--- config.mk ---
export PLATFORM = sky130hd
export DESIGN_NAME = cpu_top
export DESIGN_NICKNAME = d
export VERILOG_FILES = /design/src/verilog/cpu_pkg.sv /design/src/verilog/ctrl_if.sv /design/src/verilog/alu.sv /design/src/verilog/cpu_top.sv /design/src/verilog/datapath.sv /design/src/verilog/microcode_rom.sv /design/src/verilog/sequencer.sv
export VERILOG_INCLUDE_DIRS = /design/src /design/src/verilog
export SDC_FILE = /design/constraint.sdc
export NUM_CORES = 1
export LEC_CHECK = 0
export ABC_AREA = 1
export BUFFER_PORTS_ARGS = -buffer_cell sky130_fd_sc_hd__buf_2
export CAP_MARGIN = 20
export CORE_MARGIN = 10
export CORE_UTILIZATION = 55
export DETAILED_ROUTE_END_ITERATION = 10
export PLACE_DENSITY = 0.72
export RECOVER_POWER = 50
export SLEW_MARGIN = 5
export SYNTH_ARGS = -nofsm -noshare
export SYNTH_HDL_FRONTEND = slang
export SYNTH_SLANG_ARGS = --single-unit
--- constraint.sdc ---
create_clock -name clk -period 9.17 [get_ports clk]
set_input_delay 1.3755 -clock clk [delete_from_list [all_inputs] [get_ports clk]]
set_output_delay 1.3755 -clock clk [all_outputs]
set_load 0.03 [all_outputs]
--- src/verilog/cpu_defines.svh ---
`ifndef CPU_DEFINES_SVH
`define CPU_DEFINES_SVH

// width of data words and of memory addresses
`define CPU_WORD_W 16

// width of the micro-pc into the microcode ROM
`define CPU_UPC_W 8

// number of general registers in the register file
`define CPU_NREGS 8

// micro address that ends the current instruction
`define CPU_UPC_END 255

`endif

--- src/verilog/cpu_pkg.sv ---
`include "cpu_defines.svh"

package cpu_pkg;

    // ==================================================
    // instruction set
    // ==================================================
    typedef enum logic [5:0] {
        OP_HALT = 6'd0,
        OP_NOT  = 6'd4,
        OP_AND  = 6'd7,
        OP_OR   = 6'd8,
        OP_XOR  = 6'd9,
        OP_ADD  = 6'd10,
        OP_SUB  = 6'd12,
        OP_CMP  = 6'd16,
        OP_JMP  = 6'd23,
        OP_JZ   = 6'd24,
        OP_JNZ  = 6'd25,
        OP_JC   = 6'd26,
        OP_JNC  = 6'd27,
        OP_MOV  = 6'd32,
        OP_LD   = 6'd33,
        OP_LDI  = 6'd35,
        OP_ST   = 6'd37
    } opcode_t;

    typedef enum logic [2:0] {PH_FETCH, PH_FETCH_1, PH_DECODE, PH_MICRO, PH_HALT} cpu_phase_t;

    // ==================================================
    // micro-word fields
    // ==================================================
    typedef enum logic [2:0] {
        BUS_NONE, BUS_REG, BUS_TMP, BUS_SUM, BUS_IX, BUS_IY, BUS_MEM, BUS_PC
    } bus_sel_t;

    typedef enum logic [3:0] {
        DST_NONE, DST_A, DST_B, DST_REG, DST_TMP,
        DST_MAR, DST_PC, DST_RSEL, DST_SUM, DST_MEM
    } reg_dst_t;

    typedef enum logic [2:0] {ALU_NOP, ALU_NOT, ALU_ADD, ALU_SUB, ALU_AND, ALU_OR, ALU_XOR} alu_op_t;

    typedef enum logic [2:0] {FLOW_NONE, FLOW_PC_INC, FLOW_DONE, FLOW_HALT, FLOW_FLAGS} flow_t;

    typedef struct packed {
        logic [`CPU_UPC_W-1:0] next_upc;  // END finishes the instruction
        bus_sel_t              bus;
        reg_dst_t              dst;
        alu_op_t               alu;
        flow_t                 flow;
    } micro_word_t;

endpackage

--- src/verilog/ctrl_if.sv ---
`timescale 1ns/1ns

// control word from the sequencer, applied by the datapath each cycle
interface ctrl_if import cpu_pkg::*; ();

    cpu_phase_t phase;
    bus_sel_t   bus_sel;
    reg_dst_t   reg_dst;
    alu_op_t    alu_op;
    flow_t      flow;

    modport sequencer (
        output phase, bus_sel, reg_dst, alu_op, flow
    );

    modport datapath (
        input phase, bus_sel, reg_dst, alu_op, flow
    );

endinterface

--- src/verilog/alu.sv ---
`timescale 1ns/1ns
`include "cpu_defines.svh"

module alu import cpu_pkg::*; (
    input  alu_op_t                op,
    input  logic [`CPU_WORD_W-1:0] a,
    input  logic [`CPU_WORD_W-1:0] b,
    output logic [`CPU_WORD_W-1:0] result,
    output logic                   carry
);

    always_comb begin
        result = '0;
        carry  = 1'b0;  // stays clear for logic ops
        case (op)
            ALU_NOT: result = ~a;
            ALU_ADD: {carry, result} = {1'b0, a} + {1'b0, b};
            ALU_SUB: {carry, result} = {1'b0, a} - {1'b0, b};  // top bit is the borrow
            ALU_AND: result = a & b;
            ALU_OR:  result = a | b;
            ALU_XOR: result = a ^ b;
            default: ;
        endcase
    end

endmodule

--- src/verilog/cpu_top.sv ---
`timescale 1ns/1ns
`include "cpu_defines.svh"

module cpu_top import cpu_pkg::*; (
    input  logic                   clk,
    input  logic                   rst,
    input  logic [`CPU_WORD_W-1:0] mem_rdata,
    output logic [`CPU_WORD_W-1:0] mem_addr,
    output logic [`CPU_WORD_W-1:0] mem_wdata,
    output logic                   mem_we,
    output logic                   halted
);

    opcode_t opcode;
    logic    z_flag;
    logic    c_flag;

    ctrl_if ctl ();

    sequencer u_seq (
        .clk    (clk),
        .rst    (rst),
        .opcode (opcode),
        .z_flag (z_flag),
        .c_flag (c_flag),
        .ctl    (ctl.sequencer),
        .halted (halted)
    );

    datapath u_dp (
        .clk       (clk),
        .rst       (rst),
        .ctl       (ctl.datapath),
        .mem_rdata (mem_rdata),
        .opcode    (opcode),
        .z_flag    (z_flag),
        .c_flag    (c_flag),
        .mem_addr  (mem_addr),
        .mem_wdata (mem_wdata),
        .mem_we    (mem_we)
    );

endmodule

--- src/verilog/datapath.sv ---
`timescale 1ns/1ns
`include "cpu_defines.svh"

module datapath import cpu_pkg::*; (
    input  logic                   clk,
    input  logic                   rst,
    ctrl_if.datapath               ctl,
    input  logic [`CPU_WORD_W-1:0] mem_rdata,
    output opcode_t                opcode,
    output logic                   z_flag,
    output logic                   c_flag,
    output logic [`CPU_WORD_W-1:0] mem_addr,
    output logic [`CPU_WORD_W-1:0] mem_wdata,
    output logic                   mem_we
);

    localparam int W     = `CPU_WORD_W;
    localparam int SEL_W = $clog2(`CPU_NREGS);

    // ==================================================
    // registers and bus
    // ==================================================
    logic [W-1:0]     pc, ir, mar;
    logic [W-1:0]     tmp, a_reg, b_reg, sum;
    logic [SEL_W-1:0] reg_sel;
    logic [W-1:0]     regs [`CPU_NREGS];
    logic [W-1:0]     bus;
    logic [W-1:0]     alu_result;
    logic             alu_carry;
    logic [SEL_W-1:0] rx, ry;

    assign opcode = opcode_t'(ir[W-1 -: 6]);
    assign rx     = ir[9:7];
    assign ry     = ir[6:4];

    alu u_alu (
        .op     (ctl.alu_op),
        .a      (a_reg),
        .b      (b_reg),
        .result (alu_result),
        .carry  (alu_carry)
    );

    always_comb begin
        case (ctl.bus_sel)
            BUS_REG: bus = regs[reg_sel];
            BUS_TMP: bus = tmp;
            BUS_SUM: bus = sum;
            BUS_IX:  bus = {{(W - SEL_W){1'b0}}, rx};  // register index, not value
            BUS_IY:  bus = {{(W - SEL_W){1'b0}}, ry};
            BUS_MEM: bus = mem_rdata;
            BUS_PC:  bus = pc;
            default: bus = '0;
        endcase
    end

    always_ff @(posedge clk or posedge rst) begin
        if (rst) begin
            pc      <= '0;
            ir      <= '0;
            mar     <= '0;
            tmp     <= '0;
            a_reg   <= '0;
            b_reg   <= '0;
            sum     <= '0;
            reg_sel <= '0;
            z_flag  <= 1'b0;
            c_flag  <= 1'b0;
            for (int i = 0; i < `CPU_NREGS; i++)
                regs[i] <= '0;
        end else begin
            case (ctl.phase)
                PH_FETCH:   mar <= pc;
                PH_FETCH_1: begin
                    ir <= mem_rdata;
                    pc <= pc + 1;  // past the opcode word
                end
                default: ;
            endcase
            if (ctl.flow == FLOW_PC_INC)
                pc <= pc + 1;
            if (ctl.flow == FLOW_FLAGS) begin
                z_flag <= (alu_result == '0);
                c_flag <= alu_carry;
            end
            case (ctl.reg_dst)
                DST_A:    a_reg <= bus;
                DST_B:    b_reg <= bus;
                DST_REG:  regs[reg_sel] <= bus;
                DST_TMP:  tmp <= bus;
                DST_MAR:  mar <= bus;
                DST_PC:   pc <= bus;       // jump target
                DST_RSEL: reg_sel <= bus[SEL_W-1:0];
                DST_SUM:  sum <= alu_result;
                default:  ;                // memory write goes out on the bus
            endcase
        end
    end

    // memory side
    assign mem_addr  = mar;
    assign mem_wdata = bus;
    assign mem_we    = (ctl.reg_dst == DST_MEM);

endmodule

--- src/verilog/microcode_rom.sv ---
`timescale 1ns/1ns
`include "cpu_defines.svh"

module microcode_rom import cpu_pkg::*; (
    input  logic [`CPU_UPC_W-1:0] upc,
    output micro_word_t           word
);

    localparam logic [`CPU_UPC_W-1:0] UPC_END = `CPU_UPC_END;

    function automatic micro_word_t mw(input logic [`CPU_UPC_W-1:0] nxt, input bus_sel_t bus,
                                       input reg_dst_t dst, input alu_op_t alu,
                                       input flow_t flow);
        return '{nxt, bus, dst, alu, flow};
    endfunction

    // body shared by rx op ry and cmp, step index counted from base
    function automatic micro_word_t bin_step(input logic [`CPU_UPC_W-1:0] addr,
                                             input logic [`CPU_UPC_W-1:0] base,
                                             input alu_op_t op, input logic [2:0] last);
        logic [`CPU_UPC_W-1:0] ofs;
        logic [`CPU_UPC_W-1:0] nxt;
        micro_word_t           w;
        ofs = addr - base;
        nxt = (ofs[2:0] == last) ? UPC_END : addr + 1;
        case (ofs[2:0])
            3'd0:    w = mw(nxt, BUS_REG, DST_A, ALU_NOP, FLOW_NONE);     // rx -> a
            3'd1:    w = mw(nxt, BUS_IY, DST_RSEL, ALU_NOP, FLOW_NONE);
            3'd2:    w = mw(nxt, BUS_REG, DST_B, ALU_NOP, FLOW_NONE);     // ry -> b
            3'd3:    w = mw(nxt, BUS_NONE, DST_SUM, op, FLOW_FLAGS);
            3'd4:    w = mw(nxt, BUS_IX, DST_RSEL, ALU_NOP, FLOW_NONE);
            default: w = mw(nxt, BUS_SUM, DST_REG, ALU_NOP, FLOW_NONE);   // sum -> rx
        endcase
        return w;
    endfunction

    always_comb begin
        word = mw(UPC_END, BUS_NONE, DST_NONE, ALU_NOP, FLOW_DONE);  // trap
        case (upc) inside
            8'd0:   word = mw(UPC_END, BUS_NONE, DST_NONE, ALU_NOP, FLOW_HALT);

            // ==================================================
            // alu instructions
            // ==================================================
            8'd4:   word = mw(8'd80, BUS_IX, DST_RSEL, ALU_NOP, FLOW_NONE);
            8'd80:  word = mw(8'd81, BUS_REG, DST_A, ALU_NOP, FLOW_NONE);
            8'd81:  word = mw(8'd82, BUS_NONE, DST_SUM, ALU_NOT, FLOW_FLAGS);
            8'd82:  word = mw(UPC_END, BUS_SUM, DST_REG, ALU_NOP, FLOW_NONE);

            8'd7:   word = mw(8'd92, BUS_IX, DST_RSEL, ALU_NOP, FLOW_NONE);
            8'd8:   word = mw(8'd99, BUS_IX, DST_RSEL, ALU_NOP, FLOW_NONE);
            8'd9:   word = mw(8'd106, BUS_IX, DST_RSEL, ALU_NOP, FLOW_NONE);
            8'd10:  word = mw(8'd113, BUS_IX, DST_RSEL, ALU_NOP, FLOW_NONE);
            8'd12:  word = mw(8'd127, BUS_IX, DST_RSEL, ALU_NOP, FLOW_NONE);
            8'd16:  word = mw(8'd155, BUS_IX, DST_RSEL, ALU_NOP, FLOW_NONE);

            [8'd92:8'd97]:   word = bin_step(upc, 8'd92, ALU_AND, 3'd5);
            [8'd99:8'd104]:  word = bin_step(upc, 8'd99, ALU_OR, 3'd5);
            [8'd106:8'd111]: word = bin_step(upc, 8'd106, ALU_XOR, 3'd5);
            [8'd113:8'd118]: word = bin_step(upc, 8'd113, ALU_ADD, 3'd5);
            [8'd127:8'd132]: word = bin_step(upc, 8'd127, ALU_SUB, 3'd5);
            [8'd155:8'd158]: word = bin_step(upc, 8'd155, ALU_SUB, 3'd3);  // cmp, flags only

            // ==================================================
            // jumps and moves
            // ==================================================
            [8'd23:8'd27]: word = mw(8'd207, BUS_PC, DST_MAR, ALU_NOP, FLOW_NONE);
            8'd207: word = mw(UPC_END, BUS_MEM, DST_PC, ALU_NOP, FLOW_NONE);

            8'd32:  word = mw(8'd208, BUS_IY, DST_RSEL, ALU_NOP, FLOW_NONE);     // mov
            8'd208: word = mw(8'd209, BUS_REG, DST_TMP, ALU_NOP, FLOW_NONE);
            8'd209: word = mw(8'd210, BUS_IX, DST_RSEL, ALU_NOP, FLOW_NONE);
            8'd210: word = mw(UPC_END, BUS_TMP, DST_REG, ALU_NOP, FLOW_NONE);

            8'd33:  word = mw(8'd212, BUS_IY, DST_RSEL, ALU_NOP, FLOW_NONE);     // ld
            8'd212: word = mw(8'd213, BUS_REG, DST_MAR, ALU_NOP, FLOW_NONE);
            8'd213: word = mw(8'd214, BUS_IX, DST_RSEL, ALU_NOP, FLOW_NONE);
            8'd214: word = mw(UPC_END, BUS_MEM, DST_REG, ALU_NOP, FLOW_NONE);

            8'd35:  word = mw(8'd225, BUS_PC, DST_MAR, ALU_NOP, FLOW_NONE);      // ldi
            8'd225: word = mw(8'd226, BUS_MEM, DST_TMP, ALU_NOP, FLOW_PC_INC);
            8'd226: word = mw(8'd227, BUS_IX, DST_RSEL, ALU_NOP, FLOW_NONE);
            8'd227: word = mw(UPC_END, BUS_TMP, DST_REG, ALU_NOP, FLOW_NONE);

            8'd37:  word = mw(8'd234, BUS_IX, DST_RSEL, ALU_NOP, FLOW_NONE);     // st
            8'd234: word = mw(8'd235, BUS_REG, DST_MAR, ALU_NOP, FLOW_NONE);
            8'd235: word = mw(8'd236, BUS_IY, DST_RSEL, ALU_NOP, FLOW_NONE);
            8'd236: word = mw(UPC_END, BUS_REG, DST_MEM, ALU_NOP, FLOW_NONE);
            default: ;
        endcase
    end

endmodule

--- src/verilog/sequencer.sv ---
`timescale 1ns/1ns
`include "cpu_defines.svh"

module sequencer import cpu_pkg::*; (
    input  logic      clk,
    input  logic      rst,
    input  opcode_t   opcode,
    input  logic      z_flag,
    input  logic      c_flag,
    ctrl_if.sequencer ctl,
    output logic      halted
);

    localparam logic [`CPU_UPC_W-1:0] UPC_END = `CPU_UPC_END;

    cpu_phase_t            phase;
    logic [`CPU_UPC_W-1:0] upc;
    micro_word_t           word;
    logic                  jump_taken;  // high for every non-jump opcode too

    microcode_rom u_rom (
        .upc  (upc),
        .word (word)
    );

    always_comb begin
        case (opcode)
            OP_JZ:   jump_taken = z_flag;
            OP_JNZ:  jump_taken = ~z_flag;
            OP_JC:   jump_taken = c_flag;
            OP_JNC:  jump_taken = ~c_flag;
            default: jump_taken = 1'b1;
        endcase
    end

    // ==================================================
    // phase machine and micro-pc
    // ==================================================
    always_ff @(posedge clk or posedge rst) begin
        if (rst) begin
            phase <= PH_FETCH;
            upc   <= UPC_END;
        end else begin
            case (phase)
                PH_FETCH:   phase <= PH_FETCH_1;
                PH_FETCH_1: phase <= PH_DECODE;
                PH_DECODE: begin
                    if (jump_taken) begin
                        upc   <= {{(`CPU_UPC_W - 6){1'b0}}, opcode};  // dispatch entry
                        phase <= PH_MICRO;
                    end else begin
                        phase <= PH_FETCH;
                    end
                end
                PH_MICRO: begin
                    if (word.flow == FLOW_HALT)
                        phase <= PH_HALT;
                    else if (word.next_upc == UPC_END || word.flow == FLOW_DONE)
                        phase <= PH_FETCH;
                    else
                        upc <= word.next_upc;
                end
                PH_HALT:    phase <= PH_HALT;  // only rst leaves
                default:    phase <= PH_FETCH;
            endcase
        end
    end

    // control word is idle outside MICRO
    always_comb begin
        ctl.phase   = phase;
        ctl.bus_sel = BUS_NONE;
        ctl.reg_dst = DST_NONE;
        ctl.alu_op  = ALU_NOP;
        ctl.flow    = FLOW_NONE;
        if (phase == PH_MICRO) begin
            ctl.bus_sel = word.bus;
            ctl.reg_dst = word.dst;
            ctl.alu_op  = word.alu;
            ctl.flow    = word.flow;
        end else if (phase == PH_DECODE && !jump_taken) begin
            ctl.flow = FLOW_PC_INC;  // step over the target word
        end
    end

    assign halted = (phase == PH_HALT);

endmodule
==> flow_summary.yaml <==
status:
  outcome: "finished with violations"
  violations: "capacitance limit, slew limit"
route:
  drtIter0Drc: 2259
  vias_per_cell: 5.98
  via_count: 17400
  routedWlPerCell_um: 21.4
  wl_um: 62300
  ant_nets: 0
  first_pass_iters: 5
  drc: 0
logic_synthesis:
  syn_avg_cell_area_sq_um: 6.77
  synthAdderAreaFrac: 0.0483
  synth-compound-area-share: 0.118
  synthTopCellsByArea: "dfrtp_1 (36%), nand2_1 (21%), o21ai_0 (5.4%)"
  seq_area_frac_synth: 0.374
  synthSimpleGateAreaFrac: 0.359
  synth.distinct_cells: 57
  synth.ff_latch_count: 252
  syn_inst: 2498
  syn_area_sq_um: 16900
  synth.most_common_cell: "nand2_1"
  synth-edff-count: 0
  synth.area.mux_share: 0.000592
  syn_nets: 2580
  synth_top_family_by_area: "simple AND/OR/NAND/NOR gates"
  yosysTopAreaCell: "dfrtp_1"
  synth-async-reset-ratio: 1.00
  yosys.area.top_type_share: 0.361
  synth_warnings: 0
  synth_ff_type: "dfrtp_1"
  synth_commonest_cells: "nand2_1 (966), dfrtp_1 (244), inv_1 (205)"
  synth-xor-area-share: 0.0181
job:
  cap_violations: 2
worst_setup_path:
  cp.arrival_ns: 5.73
  worstReg2RegEnd: "u_dp.a_reg[4]$_DFFE_PP0N_"
  timing.rr.start: "u_seq.upc[0]$_DFFE_PP1P_"
  cp.required_ns: 7.79
  worstSetupEndpointType: "output pin"
  reg2reg_depth: 23
  worst-path-max-fanout: 23
  rrSetupSlack_ns: 3.78
  startpoint_type: "flop"
  path_class: "flop to output pin"
  crit_start: "u_seq.upc[0]$_DFFE_PP1P_"
timing:
  finClkSkew_ns: 0.0439
  fin_crit_ns: 7.11
  slew_violations: 189
  hold_slack_ns: 0.468
  timing.final.ws_setup_ns: 2.06
  worst-slew-pin-transition_ns: 5.13
  fmax_ghz: 0.141
  period_share: 0.775
  fin_setup_tns_ns: 0
  hold_viol_final: 0
  setup_violations: 0
  slew_headroom: -2.44
  rsz0062_at_grt: "false"
placed_design:
  dp_slack_ns: 2.81
  hpwl_um: 44500
  dp_cells: 2859
  routabilityCongestion: 1.03
  placed_area_sq_um: 17300
  numPortBuffers: 51
min_path:
  hold_depth: 2
  hp-start: "u_dp.regs[54]$_DFFE_PP0P_"
  min_to: "u_dp.regs[54]$_DFFE_PP0P_"
  min_path_type: "flop to flop"
power_and_ir_drop:
  combinationalPowerShare: 0.541
  seqPwrFrac: 0.273
  pwr-share-clk: 0.186
  power_per_cell_area_nw_per_um2: 341
  p_sw_frac: 0.522
  p_int_w: 0.00296
  peakVddDrop_v: 0.000211
  leakage_nw: 8.89
  p_switching_w: 0.00323
cells_and_area:
  final_cells: 2910
  fillerInstances: 2924
  drive_above_1_share: 0.0712
  top_register: "u_dp.regs"
  fin_area_sq_um: 18200
  syn2layout_area_growth_pct: 7.54
  num_antenna_cells: 0
  largest_reg_flops: 128
  nets: 2577
floorplan:
  die_x_um: 195
  dieArea_sq_um: 38100
  fp.dieH_um: 195
  io_pins: 52
  rows: 64
  initial_core_util: 0.555
  core_sq_um: 30400
global_route:
  grt-busiest-layer: "met2"
  grt_use_total: 0.313
  grt_pass1_vias: 16300
  grt_pass1_wl_um: 95000
  overflow: 0
  met1_usage: 0.426
  grt_max_degree: 115
  grt_util_met2: 0.478
  antenna_found_initial: 0
  met3_usage: 0.0635
cts:
  clk_latency_ns: 0.58
  cts_tree: "yes"
  cts_buffers: 29
  root_buffer: "clkbuf_16"
  post_cts_resized: 0
  h-tree-depth: 1
  cts_buffer_depth: 3
  holdBufCountCts: 0
  clk_pin_slew_ns: 0.06
  cts_sinks: 252
  post-cts-setup-buffer-count: 0
cells by family (layout without fill, tap and decap cells):
family | count (synthesis) | count (layout)
xor gates and xnor gates | 35 | 35
muxes | 1 | 1
AOI/OAI and AO/OA | 361 | 361
adders and majority gates | 64 | 64
DFF | 252 | 252
and+or+nand+nor | 1450 | 1450
buffers and inverters | 335 | 351
cell type report:
cell class / count / area [sq um] / share of cell area
Multi-Input combinational cell: 1911 / 9210 / 0.507
Inverter: 239 / 901 / 0.0496
Tap cell: 396 / 495 / 0.0273
Clock inverter: 10 / 106 / 0.00585
Sequential cell: 252 / 6320 / 0.348
Clock buffer: 40 / 827 / 0.0455
Timing Repair Buffer: 62 / 315 / 0.0173
critical path, stage by stage (launching register included):
cell and delay [ns]:
dfstp_2 0.67, inv_1 0.22, ha_1 0.38, inv_1 0.20, nor2_1 0.08, nand2_1 0.10
nand2_1 0.06, nand2_1 0.35, inv_2 0.17, o21ai_0 0.13, nand2_1 0.07, nor2_1 0.14
nand3_1 0.15, nand2_1 0.10, nand3_1 0.10, nand2_2 0.44, inv_2 0.28, nor2_2 0.53
nand2_1 0.12, nand2_1 0.09, nor2_1 0.05, nand2_1 0.42, buf_2 0.31
how the worst max path moves through the flow:
stage                                            to  slack [ns]  depth (start not counted)
after floorplan           u_dp.a_reg[0]$_DFFE_PP0N_        0.88                          1
final                                  mem_wdata[1]        2.06                         22
after detailed placement               mem_wdata[1]        2.81                         22
after global placement                 mem_wdata[1]        2.97                         22
after CTS                              mem_wdata[1]        2.23                         22
after global routing                   mem_wdata[2]        1.68                         22
layout by cell type (no fill, tap or decap), types with 4 or more instances in the layout:
cell,count
nand2_2,5
nand4_1,30
nand3_1,159
nor3_1,27
nor2_2,7
nor2_1,192
o211ai_1,12
o22ai_1,59
buf_4,8
a21oi_1,62
o21a_1,4
a31oi_1,8
nor2_4,11
inv_1,204
inv_2,26
dfstp_2,8
xnor2_1,5
dfrtp_1,244
o21ai_0,182
ha_1,62
clkbuf_8,6
clkinv_1,7
clkbuf_16,29
or2_2,18
nand2_1,966
xor2_1,30
buf_2,35
nor4_1,6
o21ai_1,15
clkbuf_1,22
or4_1,14
power by group through the flow:
stage	Sequential [W]	Clock [W]	Combinational [W]
floorplan	0.00165	0	0.00233
global placement	0.00169	0	0.00323
detailed placement	0.00169	0	0.00325
CTS	0.00168	0.00116	0.00327
global route	0.00172	0.00120	0.00366
finish	0.00169	0.00115	0.00335
metal layers:
metal  part of all wire  vias up
met4              0.046        2
li1                   -     8012
met2               0.44      933
met1               0.42     8319
met3              0.096      141
met5            0.00083        -
per-stage QoR:
step | utilization | power, W
2_1_floorplan | - | 0.00397
3_3_place_gp | 0.567 | 0.00492
3_5_place_dp | 0.567 | 0.00494
4_1_cts | 0.598 | 0.00610
5_1_grt | 0.597 | 0.00658
6_report | 0.597 | 0.00619
Power figures use the tool's default switching activity.
